File: src/common/rv_core_pkg.sv
package rv_core_pkg;

  localparam int NUM_REGS = 32;

  typedef logic [31:0] word_t;
  typedef logic [4:0]  reg_addr_t;
  typedef logic [3:0]  strb_t;     // one bit per byte lane

  typedef enum logic [3:0] {
    ALU_ADD,
    ALU_SUB,
    ALU_SLL,
    ALU_SLT,
    ALU_SLTU,
    ALU_XOR,
    ALU_SRL,
    ALU_SRA,
    ALU_OR,
    ALU_AND
  } alu_op_t;

  // register write source
  typedef enum logic [1:0] {
    WB_ALU,
    WB_LOAD,
    WB_PC4,
    WB_UPPER  // auipc only, pc fed to alu operand a
  } wb_sel_t;

  typedef enum logic [1:0] {
    PC_SEQ,
    PC_BRANCH,
    PC_JAL,
    PC_JALR
  } pc_sel_t;

endpackage

File: src/common/rv_isa_pkg.sv
package rv_isa_pkg;

  localparam int XLEN     = 32;
  localparam int OPCODE_W = 7;
  localparam int FUNCT3_W = 3;
  localparam int FUNCT7_W = 7;

  typedef logic [OPCODE_W-1:0] opcode_t;
  typedef logic [FUNCT3_W-1:0] funct3_t;
  typedef logic [FUNCT7_W-1:0] funct7_t;

  // major opcodes
  localparam opcode_t OP_LOAD   = 7'b00_000_11;
  localparam opcode_t OP_STORE  = 7'b01_000_11;
  localparam opcode_t OP_BRANCH = 7'b11_000_11;
  localparam opcode_t OP_JALR   = 7'b11_001_11;
  localparam opcode_t OP_JAL    = 7'b11_011_11;
  localparam opcode_t OP_IMM    = 7'b00_100_11;
  localparam opcode_t OP_REG    = 7'b01_100_11;
  localparam opcode_t OP_SYSTEM = 7'b11_100_11;
  localparam opcode_t OP_AUIPC  = 7'b00_101_11;
  localparam opcode_t OP_LUI    = 7'b01_101_11;

  // branch kinds
  localparam funct3_t F3_BEQ  = 3'b000;
  localparam funct3_t F3_BNE  = 3'b001;
  localparam funct3_t F3_BLT  = 3'b100;
  localparam funct3_t F3_BGE  = 3'b101;
  localparam funct3_t F3_BLTU = 3'b110;
  localparam funct3_t F3_BGEU = 3'b111;

  // load and store sizes
  localparam funct3_t F3_B  = 3'b000;
  localparam funct3_t F3_H  = 3'b001;
  localparam funct3_t F3_W  = 3'b010;
  localparam funct3_t F3_BU = 3'b100;
  localparam funct3_t F3_HU = 3'b101;

  // alu functions, OP_REG and OP_IMM
  localparam funct3_t F3_ADD  = 3'b000;
  localparam funct3_t F3_SLL  = 3'b001;
  localparam funct3_t F3_SLT  = 3'b010;
  localparam funct3_t F3_SLTU = 3'b011;
  localparam funct3_t F3_XOR  = 3'b100;
  localparam funct3_t F3_SR   = 3'b101;
  localparam funct3_t F3_OR   = 3'b110;
  localparam funct3_t F3_AND  = 3'b111;

  localparam funct7_t FUNCT7_ALT = 7'b0100000; // sub, sra, srai

  localparam logic [XLEN-1:0] INSN_ECALL = 32'h0000_0073;

endpackage
File: src/verilog/rv_core.sv
`timescale 1ns/1ps

module rv_core import rv_core_pkg::*, rv_isa_pkg::*; (
  input  logic  clk,
  input  logic  rst,
  output word_t pc_to_imem,
  input  word_t insn_from_imem,
  output word_t addr_to_dmem,
  input  word_t load_data_from_dmem,
  output word_t store_data_to_dmem,
  output strb_t store_we_to_dmem,
  output logic  halt
);

  reg_addr_t rs1, rs2, rd;
  word_t     imm;
  alu_op_t   alu_op;
  logic      use_imm;
  funct3_t   funct3;
  logic      reg_we;
  logic      is_load, is_store, is_branch;
  wb_sel_t   wb_sel;
  pc_sel_t   pc_sel;
  word_t     rs1_data, rs2_data;
  word_t     alu_a;
  word_t     alu_result;
  logic      take_branch;
  word_t     load_result;
  word_t     rd_data;
  word_t     pc;

  assign pc_to_imem = pc;
  assign alu_a      = (wb_sel == WB_UPPER) ? pc : rs1_data; // auipc

  rv_decoder u_decoder (
    .insn      (insn_from_imem),
    .rs1       (rs1),
    .rs2       (rs2),
    .rd        (rd),
    .imm       (imm),
    .alu_op    (alu_op),
    .use_imm   (use_imm),
    .funct3    (funct3),
    .reg_we    (reg_we),
    .is_load   (is_load),
    .is_store  (is_store),
    .is_branch (is_branch),
    .wb_sel    (wb_sel),
    .pc_sel    (pc_sel),
    .halt      (halt)
  );

  rv_reg_file u_reg_file (
    .clk      (clk),
    .rst      (rst),
    .we       (reg_we),
    .rd       (rd),
    .rd_data  (rd_data),
    .rs1      (rs1),
    .rs2      (rs2),
    .rs1_data (rs1_data),
    .rs2_data (rs2_data)
  );

  rv_alu u_alu (
    .rs1_data    (alu_a),
    .rs2_data    (rs2_data),
    .imm         (imm),
    .use_imm     (use_imm),
    .is_branch   (is_branch),
    .alu_op      (alu_op),
    .funct3      (funct3),
    .alu_result  (alu_result),
    .take_branch (take_branch)
  );

  rv_lsu u_lsu (
    .rs1_data            (rs1_data),
    .rs2_data            (rs2_data),
    .imm                 (imm),
    .funct3              (funct3),
    .is_load             (is_load),
    .is_store            (is_store),
    .load_data_from_dmem (load_data_from_dmem),
    .addr_to_dmem        (addr_to_dmem),
    .store_data_to_dmem  (store_data_to_dmem),
    .store_we_to_dmem    (store_we_to_dmem),
    .load_result         (load_result)
  );

  rv_commit u_commit (
    .clk         (clk),
    .rst         (rst),
    .halt        (halt),
    .take_branch (take_branch),
    .pc_sel      (pc_sel),
    .wb_sel      (wb_sel),
    .imm         (imm),
    .alu_result  (alu_result),
    .load_result (load_result),
    .pc          (pc),
    .rd_data     (rd_data)
  );

endmodule

File: src/execute/rv_commit.sv
`timescale 1ns/1ps

module rv_commit import rv_core_pkg::*; (
  input  logic    clk,
  input  logic    rst,
  input  logic    halt,
  input  logic    take_branch,
  input  pc_sel_t pc_sel,
  input  wb_sel_t wb_sel,
  input  word_t   imm,
  input  word_t   alu_result,
  input  word_t   load_result,
  output word_t   pc,
  output word_t   rd_data
);

  word_t pc_plus4;
  word_t pc_target; // branch and jal
  word_t next_pc;

  assign pc_plus4  = pc + 32'd4;
  assign pc_target = pc + imm;

  always_comb begin
    case (pc_sel)
      PC_BRANCH: next_pc = take_branch ? pc_target : pc_plus4;
      PC_JAL:    next_pc = pc_target;
      PC_JALR:   next_pc = {alu_result[31:1], 1'b0};
      default:   next_pc = pc_plus4;
    endcase
  end

  always_ff @(posedge clk) begin
    if (rst) begin
      pc <= '0;
    end else if (!halt) begin // ecall parks the core
      pc <= next_pc;
    end
  end

  // auipc lands here too, pc + upper immediate from the adder
  always_comb begin
    case (wb_sel)
      WB_LOAD: rd_data = load_result;
      WB_PC4:  rd_data = pc_plus4;
      default: rd_data = alu_result;
    endcase
  end

  a_pc_aligned: assert property (@(posedge clk) disable iff (rst) pc[1:0] == 2'b00);

endmodule

File: src/execute/rv_lsu.sv
`timescale 1ns/1ps

module rv_lsu import rv_core_pkg::*, rv_isa_pkg::*; (
  input  word_t   rs1_data,
  input  word_t   rs2_data,
  input  word_t   imm,
  input  funct3_t funct3,
  input  logic    is_load,
  input  logic    is_store,
  input  word_t   load_data_from_dmem,
  output word_t   addr_to_dmem,
  output word_t   store_data_to_dmem,
  output strb_t   store_we_to_dmem,
  output word_t   load_result
);

  word_t      eff_addr;
  logic [1:0] offset;     // byte within the word
  word_t      load_shifted;

  assign eff_addr     = rs1_data + imm;
  assign offset       = eff_addr[1:0];
  assign addr_to_dmem = {eff_addr[31:2], 2'b00};

  // store lanes
  assign store_data_to_dmem = rs2_data << {offset, 3'b000};

  always_comb begin
    store_we_to_dmem = '0;
    if (is_store) begin
      case (funct3)
        F3_B:    store_we_to_dmem = strb_t'(4'b0001) << offset;
        F3_H:    store_we_to_dmem = strb_t'(4'b0011) << offset;
        F3_W:    store_we_to_dmem = 4'b1111;
        default: store_we_to_dmem = '0;
      endcase
    end
  end

  // load lanes, brought down to bit 0 then extended
  assign load_shifted = load_data_from_dmem >> {offset, 3'b000};

  always_comb begin
    load_result = '0;
    if (is_load) begin
      case (funct3)
        F3_B:    load_result = {{24{load_shifted[7]}}, load_shifted[7:0]};
        F3_H:    load_result = {{16{load_shifted[15]}}, load_shifted[15:0]};
        F3_W:    load_result = load_shifted;
        F3_BU:   load_result = {24'b0, load_shifted[7:0]};
        F3_HU:   load_result = {16'b0, load_shifted[15:0]};
        default: load_result = '0;
      endcase
    end
  end

endmodule

File: src/execute/rv_alu.sv
`timescale 1ns/1ps

module rv_alu import rv_core_pkg::*, rv_isa_pkg::*; (
  input  word_t   rs1_data, // pc for auipc
  input  word_t   rs2_data,
  input  word_t   imm,
  input  logic    use_imm,
  input  logic    is_branch,
  input  alu_op_t alu_op,
  input  funct3_t funct3,
  output word_t   alu_result,
  output logic    take_branch
);

  word_t      op_b;
  logic [4:0] shamt;

  assign op_b  = use_imm ? imm : rs2_data;
  assign shamt = op_b[4:0];

  always_comb begin
    case (alu_op)
      ALU_ADD:  alu_result = rs1_data + op_b;
      ALU_SUB:  alu_result = rs1_data - op_b;
      ALU_SLL:  alu_result = rs1_data << shamt;
      ALU_SLT:  alu_result = {31'b0, $signed(rs1_data) < $signed(op_b)};
      ALU_SLTU: alu_result = {31'b0, rs1_data < op_b};
      ALU_XOR:  alu_result = rs1_data ^ op_b;
      ALU_SRL:  alu_result = rs1_data >> shamt;
      ALU_SRA:  alu_result = $signed(rs1_data) >>> shamt;
      ALU_OR:   alu_result = rs1_data | op_b;
      ALU_AND:  alu_result = rs1_data & op_b;
      default:  alu_result = '0;
    endcase
  end

  // branch compare always on the two registers
  always_comb begin
    take_branch = 1'b0;
    if (is_branch) begin
      case (funct3)
        F3_BEQ:  take_branch = (rs1_data == rs2_data);
        F3_BNE:  take_branch = (rs1_data != rs2_data);
        F3_BLT:  take_branch = ($signed(rs1_data) < $signed(rs2_data));
        F3_BGE:  take_branch = ($signed(rs1_data) >= $signed(rs2_data));
        F3_BLTU: take_branch = (rs1_data < rs2_data);
        F3_BGEU: take_branch = (rs1_data >= rs2_data);
        default: take_branch = 1'b0; // 010, 011 reserved
      endcase
    end
  end

endmodule

File: src/verilog/rv_reg_file.sv
`timescale 1ns/1ps

module rv_reg_file import rv_core_pkg::*; (
  input  logic      clk,
  input  logic      rst,
  input  logic      we,
  input  reg_addr_t rd,
  input  word_t     rd_data,
  input  reg_addr_t rs1,
  input  reg_addr_t rs2,
  output word_t     rs1_data,
  output word_t     rs2_data
);

  word_t regs [NUM_REGS];

  assign rs1_data = (rs1 == '0) ? '0 : regs[rs1];
  assign rs2_data = (rs2 == '0) ? '0 : regs[rs2];

  always_ff @(posedge clk) begin
    if (rst) begin
      for (int i = 0; i < NUM_REGS; i++) begin
        regs[i] <= '0;
      end
    end else if (we && rd != '0) begin // x0 is never written
      regs[rd] <= rd_data;
    end
  end

  // a write never lands an unknown value or index
  a_write_known: assert property (@(posedge clk) disable iff (rst)
    we |-> !$isunknown({rd, rd_data}));

endmodule

File: src/verilog/rv_decoder.sv
`timescale 1ns/1ps

module rv_decoder import rv_core_pkg::*, rv_isa_pkg::*; (
  input  word_t     insn,
  output reg_addr_t rs1,
  output reg_addr_t rs2,
  output reg_addr_t rd,
  output word_t     imm,
  output alu_op_t   alu_op,
  output logic      use_imm,
  output funct3_t   funct3,
  output logic      reg_we,
  output logic      is_load,
  output logic      is_store,
  output logic      is_branch,
  output wb_sel_t   wb_sel,
  output pc_sel_t   pc_sel,
  output logic      halt
);

  opcode_t opcode;
  funct7_t funct7;
  word_t   imm_i, imm_s, imm_b, imm_u, imm_j;
  alu_op_t alu_fn;

  assign opcode = insn[6:0];
  assign funct7 = insn[31:25];
  assign funct3 = insn[14:12];
  assign rd     = insn[11:7];
  assign rs2    = insn[24:20];
  assign rs1    = (opcode == OP_LUI) ? '0 : insn[19:15]; // lui adds its immediate to x0

  assign imm_i = {{(XLEN-12){insn[31]}}, insn[31:20]};
  assign imm_s = {{(XLEN-12){insn[31]}}, insn[31:25], insn[11:7]};
  assign imm_b = {{(XLEN-13){insn[31]}}, insn[31], insn[7], insn[30:25], insn[11:8], 1'b0};
  assign imm_u = {insn[31:12], 12'b0};
  assign imm_j = {{(XLEN-21){insn[31]}}, insn[31], insn[19:12], insn[20], insn[30:21], 1'b0};

  assign halt = (insn == INSN_ECALL);

  // alu function for OP_REG and OP_IMM
  always_comb begin
    case (funct3)
      F3_ADD:  alu_fn = (opcode == OP_REG && funct7 == FUNCT7_ALT) ? ALU_SUB : ALU_ADD;
      F3_SLL:  alu_fn = ALU_SLL;
      F3_SLT:  alu_fn = ALU_SLT;
      F3_SLTU: alu_fn = ALU_SLTU;
      F3_XOR:  alu_fn = ALU_XOR;
      F3_SR:   alu_fn = (funct7 == FUNCT7_ALT) ? ALU_SRA : ALU_SRL;
      F3_OR:   alu_fn = ALU_OR;
      default: alu_fn = ALU_AND;
    endcase
  end

  always_comb begin
    imm       = imm_i;
    alu_op    = ALU_ADD;
    use_imm   = 1'b0;
    reg_we    = 1'b0;
    is_load   = 1'b0;
    is_store  = 1'b0;
    is_branch = 1'b0;
    wb_sel    = WB_ALU;
    pc_sel    = PC_SEQ;
    case (opcode)
      OP_REG: begin
        alu_op = alu_fn;
        reg_we = 1'b1;
      end
      OP_IMM: begin
        alu_op  = alu_fn;
        use_imm = 1'b1;
        reg_we  = 1'b1;
      end
      OP_LOAD: begin
        use_imm = 1'b1;
        reg_we  = 1'b1;
        is_load = 1'b1;
        wb_sel  = WB_LOAD;
      end
      OP_STORE: begin
        imm      = imm_s;
        use_imm  = 1'b1;
        is_store = 1'b1;
      end
      OP_BRANCH: begin
        imm       = imm_b;
        is_branch = 1'b1;
        pc_sel    = PC_BRANCH;
      end
      OP_JAL: begin
        imm    = imm_j;
        reg_we = 1'b1;
        wb_sel = WB_PC4;
        pc_sel = PC_JAL;
      end
      OP_JALR: begin
        use_imm = 1'b1; // target computed by the alu adder
        reg_we  = 1'b1;
        wb_sel  = WB_PC4;
        pc_sel  = PC_JALR;
      end
      OP_LUI: begin
        imm     = imm_u;
        use_imm = 1'b1;
        reg_we  = 1'b1;
      end
      OP_AUIPC: begin
        imm     = imm_u;
        use_imm = 1'b1;
        reg_we  = 1'b1;
        wb_sel  = WB_UPPER;
      end
      OP_SYSTEM: reg_we = 1'b0; // ecall writes nothing
      default: ;
    endcase
  end

endmodule

File: config.mk
export PLATFORM = sky130hd
export DESIGN_NAME = rv_core
export DESIGN_NICKNAME = d
export VERILOG_FILES = /design/src/common/rv_core_pkg.sv /design/src/common/rv_isa_pkg.sv /design/src/verilog/rv_core.sv /design/src/execute/rv_commit.sv /design/src/execute/rv_lsu.sv /design/src/execute/rv_alu.sv /design/src/verilog/rv_reg_file.sv /design/src/verilog/rv_decoder.sv
export SDC_FILE = /design/constraint.sdc
export NUM_CORES = 2
export LEC_CHECK = 0
export BUFFER_PORTS_ARGS = -buffer_cell sky130_fd_sc_hd__buf_2
export CORE_MARGIN = 5
export CORE_UTILIZATION = 35
export DETAILED_ROUTE_END_ITERATION = 7
export PLACE_DENSITY_LB_ADDON = 0.1
export SLEW_MARGIN = 10
export SYNTH_ARGS = -nofsm -noshare
export SYNTH_HDL_FRONTEND = slang
export SYNTH_SLANG_ARGS = --single-unit
File: constraint.sdc
create_clock -name clk -period 35.7 [get_ports clk]
set_input_delay 10.71 -clock clk [delete_from_list [all_inputs] [get_ports clk]]
set_output_delay 10.71 -clock clk [all_outputs]
set_load 0.05 [all_outputs]
# After elaboration in Yosys (flattened, before gate mapping)
# Memories as Yosys holds them, arrays and structs flattened.
# Index checks and enable logic that the tools add are counted.
[op_classes]
n_addsub = 5
magnitude_cmp = 6
n_eq_ne = 35
shift = 7
n_mux = 35
bitwise_logic = 3
reduce_logical = 13
[op_table]
columns = ["operator", "n"]
rows = [
  ["case mux 32 bit (10 select lines)", 1],
  ["2-to-1 mux 32 bit", 7],
  ["case mux 32 bit (5 select lines)", 1],
  ["< comparator 32 bit", 4],
  ["case mux 31 bit (4 select lines)", 1],
  ["adder 32 bit", 3],
  ["case mux 32 bit (3 select lines)", 1],
  [">= comparator 32 bit", 2],
  ["case mux 32 bit (2 select lines)", 1],
  ["left shift 32 x 5 -> 32 bit", 2],
  [">> shifter 32 x 5 -> 32 bit", 2],
  ["adder 32 x 3 -> 32 bit (second input constant)", 1],
  ["AND 32 bit", 1],
  ["equality test 32 bit", 1],
  ["equality test 32 x 7 -> 1 bit (second input constant)", 1],
  ["!= test 32 bit", 1],
  ["bitwise OR 32 bit", 1],
  ["OR reduction 32 bit", 1],
  [">>> shifter 32 x 5 -> 32 bit", 1],
  ["subtractor 32 bit", 1],
  ["XOR 32 bit", 1],
  ["equality test 7 x 6 -> 1 bit (second input constant)", 4],
  ["case mux 4 bit (7 select lines)", 1],
  ["equality test 7 bit (second input constant)", 3],
  ["27 further kinds", 61],
]
[word_totals]
reg_bits = 32
ram_bits = 1024
output_inout_bits = 101
mem_count = 1
[mem_list]
columns = ["name", "depth", "width", "rd", "rd_ports_with_merged_regs", "write_ports", "line_no", "source"]
rows = [
  ["u_reg_file.regs", 32, 32, 2, 0, 32, "rv_reg_file.sv:15", "word_t regs [NUM_REGS];"],
]

# Logic depth before layout (Yosys ltp)
[depth]
ltp_word = 10
ltp_mapped = 30

# Modules after synthesis
# Synthesis repeated with hierarchy kept, for this count alone.
[unflattened]
hier_cells = 6250
hier_area_um2 = 72813.6
[modules_own_cells]
columns = ["mod", "instances", "cells_each", "area_each_um2", "seq_area_each_um2"]
rows = [
  ["rv_reg_file", 1, 3502, 54253.3, 30749.5],
  ["rv_alu", 1, 1461, 9377.7, 0.0],
  ["rv_commit", 1, 663, 4683.2, 640.6],
  ["rv_lsu", 1, 463, 3078.0, 0.0],
  ["rv_decoder", 1, 125, 877.1, 0.0],
  ["rv_core", 1, 36, 544.3, 0.0],
]

# Least setup slack after synthesis
# No wires, ideal clock.
[synth_path]
kind = "input to output"
startpoint = "input insn_from_imem[15]"
endpoint = "output addr_to_dmem[30]"
arrival_ns = 16.187
t_required_ns = 24.990
setup_slack_ns = 8.803
path_stages = 22
path_cell_list = "buf_6 -> buf_6 -> buf_6 -> mux4_2 -> and2_1 -> nor4_1 -> o22ai_1 -> nor2b_1 -> ha_1 -> fa_1 -> a21o_1 -> a311oi_1 -> o311ai_1 -> a2111oi_0 -> o31ai_1 -> o211ai_1 -> a31oi_1 -> o21a_1 -> or4_1 -> a31o_2 -> a21oi_1 -> xnor2_1"
[synth_between]
elab_chain_cells = 4
[synth_rtl]
columns = ["element", "line_no", "source"]
rows = [
  ["start: declaration", "rv_core.sv:7", "input word_t insn_from_imem,"],
  ["2-to-1 mux 5 bit", "rv_decoder.sv:31", "assign rs1 = (opcode == OP_LUI) ? '0 : insn[19:15];"],
  ["memory (32 x 32 bit) / zero test 5 bit (equally long branches)", "n/a", ""],
  ["2-to-1 mux 32 bit", "rv_reg_file.sv:17", "assign rs1_data = (rs1 == '0) ? '0 : regs[rs1];"],
  ["adder 32 bit (*)", "rv_lsu.sv:21", "assign eff_addr = rs1_data + imm;"],
  ["end: declaration", "rv_core.sv:8", "output word_t addr_to_dmem,"],
]
# Every way passes the cells marked *; elsewhere a longest branch is shown, timed or not.

# Worst setup path in the final report
[layout_path]
startpoint = "input insn_from_imem[16]"
endpoint = "output addr_to_dmem[30]"
# The elaborated chain is that of the path after synthesis.

==> results summary <==
For this run, the register share of the synthesized area comes to 42.8%. The critical path goes through buf_8, buf_4, or2_2, o21ai_4, buf_4, a22oi_1, nor4_2, nand2_1, a21oi_1, ha_1, and2_1, a311oi_1, o311ai_1, a2111oi_0, o31ai_1, o211ai_1, a31oi_1, o21a_1, or4_1, a31o_2, a21oi_1, xnor2_1, buf_2. Measured against its own limit, the worst slew margin works out to 5.51%. The TritonCTS clock tree is yes. The overall die height is 467 um. The all-layer global routing usage is 36.9%. The first-pass GRT wire length came out at 554000 um. The required time of the worst setup path came out at 24990 ps. The hold violation count in the final report is 0. The highest achievable clock rate came out at 34.1 MHz. On the critical path, the stage with the largest delay is an instance of nor4_2. The final setup skew came out at 42.3 ps. Among all flip-flop cells after synthesis, the most frequent one is edfxtp_1. The internal power summed over all cells came out at 2.51 mW. The horizontal extent of the die is 467 um.

The first-pass iteration count of the detailed router came out at 7. At the end of routability-driven placement, the weighted congestion stood at 1.03. The flow ran to the end, and the final reports show no timing, DRC or antenna violations. During synthesis, Yosys emitted a total of 0 warnings. The number of DRC markers in iteration 0 is 10.2k. The number of global-route vias before repair was 61.8k.

The tree is rooted in a clkbuf_16. The post-detailed-route via-to-cell ratio came out at 6.64. The total of flip-flops plus latches after synthesis came out at 1054.

The global route total overflow is 0. The average wire per cell in the routed design is 42.0 um. The CTS buffer count came out at 130. In this run the remaining antenna-violating nets after routing total 0. For this run, the slowest stage of the critical path takes 1180 ps.

The worst-case setup slack after placement is 6770 ps. The power spent charging and discharging nets is 1.78 mW. The maximum buffer depth of the clock tree is 3. The clock group share of total power is 30.3%. The number of placed I/O pins came out at 167. The classification of the worst-slack hold path is flip-flop to flip-flop. The final count of pins violating max slew came out at 0. Yosys mapped a number of flops with a built-in enable equal to 1022. The critical path starts at insn_from_imem[16]. The worst path uses 82.2% of the clock period.

Power spread over the standard cell area amounts to 52.6 nW/um2. The cell count of the worst reg-to-reg path came out at 15. The async set-or-reset flop fraction in the synthesized netlist came out at 0%. The end-of-flow core utilization came out at 39.3%. In this run the number of cells on the critical path is 23. The level count of the clock H-tree came out at 4. The detailed-route DRC error count is 0. After clock tree synthesis, the clock-pin slew on the worst setup and hold paths is 60 ps. The number of instances in the synthesized netlist came out at 6951. The via count of the routed design is 65.7k. At the later pin of the worst-skew pair, clock insertion delay measures 820 ps. The floorplan step defined a die boundary enclosing 218000 um2.

Dividing the synthesized area by the synthesized cell count gives 10.5 um2. The startpoint identified for the worst register-to-register timing path is u_reg_file.regs[15][5]. The initial antenna violation count was 34. The switching share of total power came out at 41.5%. Broken down by cell family, the worst path's largest delay share belongs to compound AO/OA/AOI/OAI gates. After floorplanning, the core was divided into 167 placement rows.

The relative area change from synthesis to final layout came out at 11.5%. The static leakage came out at 30.1 nW. The sum of buffers and inverters on the critical path is 4.

In this run the worst path has a maximum fanout of 62. The slack of the worst reg-to-reg path came out at 27260 ps. The HPWL reported at the end of detailed placement came out at 296000 um. The least setup slack across all paths after layout came out at 6340 ps. Subtracting the final worst setup slack from the clock period gives 29360 ps.

The initial core utilization came out at 35.3%. The critical path is of the primary input to primary output type. The number of port buffers came out at 164. The type of element capturing the critical path is a primary output.

Sequential cells burn 33.2% of the power. The combinational power share came out at 36.5%. The peak supply drop is 0.0415 mV.

The post-synth design cell area is 73200 um2. On the final layout, the worst hold slack is 664 ps. The arrival time of data at the critical path endpoint came out at 18650 ps.

The post-CTS repair timing setup buffer count is 0. The netlist uses 130 different library cells. The max capacitance violation total came out at 0. The post-detailed-routing wire length is 416000 um.

The number of hold buffers added after cts came out at 0. Setup repair after global routing left no endpoint under its margin. With fillers left out, the area of the finished cells amounts to 81600 um2. The number of gates resized after CTS came out at 0. The final layout contains 7249 nets. Once placement finished, the instance area stood at 77500 um2. The maximum number of pins on one net before global-route repair is 97. The fraction of final layout cells sized beyond drive strength 1 came out at 20.0%. The most critical setup path has its endpoint at addr_to_dmem[30]. The tree built by TritonCTS fans out to 1054 sinks. At the pin with the least slew margin, the transition time is 1420 ps. The final setup violation count came out at 0. The accumulated negative setup slack came out at 0 ps. The area of the placeable core is 207000 um2.

The critical path startpoint category is a primary input. The worst flop-to-flop path endpoint is u_commit.pc[20].
kinds of logic after synthesis:
group                    share of synthesized area [%]
AO/OA/AOI/OAI                                     16.1
XOR/XNOR                                          1.18
adder cells (fa/ha/maj)                           3.44
buffers and inverters                             5.70
flip-flops                                        42.8
multiplexers                                      16.6
other                                          0.00512
AND/OR/NAND/NOR                                   14.2
tightest hold or removal path, cell delays in order (launching register included):
cell	delay, ps
dfxtp_1	420
nor2_1	140
a211oi_1	60
registers in the layout, summed over array words and instances (netlist names):
register and count:
u_reg_file.regs 1022, u_commit.pc 32
cell usage after synthesis (all sizes together), types with 47 or more instances:
cell	count	area share (%)
o221ai	59	0.71
ha	195	3.3
buf	327	3.1
a21o	71	0.73
clkbuf	291	1.5
mux4	375	12
a31oi	59	0.51
nor2b	47	0.40
nor3	121	0.86
edfxtp	1022	42
a221o	58	0.79
xnor2	67	0.80
o21ai	286	2.0
inv	174	0.90
nand2	455	2.3
a22oi	78	0.81
o22ai	72	0.62
nor2	1371	7.2
mux2i	244	3.3
a21oi	366	2.5
mux2	107	1.7
o211ai	85	0.88
nor4	52	0.49
nand3	116	0.79
a221oi	65	0.85
a211oi	115	1.3
layout by cell type (no fill, tap or decap), drive strengths merged, types with 29 or more instances in the layout:
cell / Yosys / routed
nand2: 455 / 455
ha: 195 / 195
clkinv: 9 / 51
o22ai: 72 / 72
nor4: 52 / 52
conb: 1 / 32
mux4: 375 / 375
nor3: 121 / 121
o211ai: 85 / 85
o2bb2ai: 30 / 30
o21ai: 286 / 286
a21oi: 366 / 366
diode: 0 / 30
nor2: 1371 / 1371
a221oi: 65 / 65
o221ai: 59 / 59
a21o: 71 / 71
xnor2: 67 / 67
inv: 174 / 184
mux2i: 244 / 244
and2: 36 / 36
a31oi: 59 / 59
nand3: 116 / 116
clkbuf: 291 / 164
o31ai: 29 / 29
buf: 327 / 497
a221o: 58 / 58
mux2: 107 / 107
edfxtp: 1022 / 1022
and3: 36 / 36
a211oi: 115 / 115
nor2b: 47 / 47
o21a: 36 / 36
xor2: 32 / 32
dfxtp: 32 / 32
a22oi: 78 / 78
layer usage:
| layer | vias to the layer above | wire length, um | GRT usage [%] |
|---|---|---|---|
| met1 | 33600 | 158000 | 47.4 |
| met4 | 14 | 34000 | 24.4 |
| met3 | 948 | 42200 | 8.34 |
| met2 | 4687 | 182000 | 55.8 |
| met5 | - | 88 | 0 |
| li1 | 26500 | - | - |
power groups by stage:
stage	logic, mW	registers, mW	clock network [mW]
floorplan	0.872	1.44	0
finish	1.57	1.43	1.30
global route	1.59	1.43	1.36
CTS	1.52	1.42	1.31
detailed placement	1.51	1.45	0
global placement	1.52	1.45	0
area by class of cell:
cell class | count | area, um2
Multi-Input combinational cell | 5117 | 38600
Clock inverter | 62 | 613
Fill cell | 20200 | 126000
Tap cell | 2788 | 3490
Antenna cell | 30 | 75.1
Timing Repair Buffer | 498 | 3420
Inverter | 183 | 698
Sequential cell | 1054 | 31300
Clock buffer | 164 | 3410
per-stage QoR:
| stage | cells | total power [mW] |
|---|---|---|
| 2_1_floorplan | 6982 | 2.31 |
| 3_3_place_gp | 9639 | 2.97 |
| 3_5_place_dp | 9640 | 2.96 |
| 4_1_cts | 9866 | 4.25 |
| 5_1_grt | 9874 | 4.38 |
| 6_report | 9896 | 4.29 |
worst min path at each step:
stage | startpoint | end | slack (ps) | cells after the start
floorplan | u_commit.pc[24] | u_commit.pc[24] | 760 | 2
global placement | u_commit.pc[11] | u_commit.pc[11] | 630 | 2
detailed placement | u_commit.pc[11] | u_commit.pc[11] | 640 | 2
CTS | u_commit.pc[11] | u_commit.pc[11] | 650 | 2
global route | u_commit.pc[11] | u_commit.pc[11] | 690 | 2
finish | u_commit.pc[11] | u_commit.pc[11] | 660 | 2
Power figures use the tool's default switching activity.
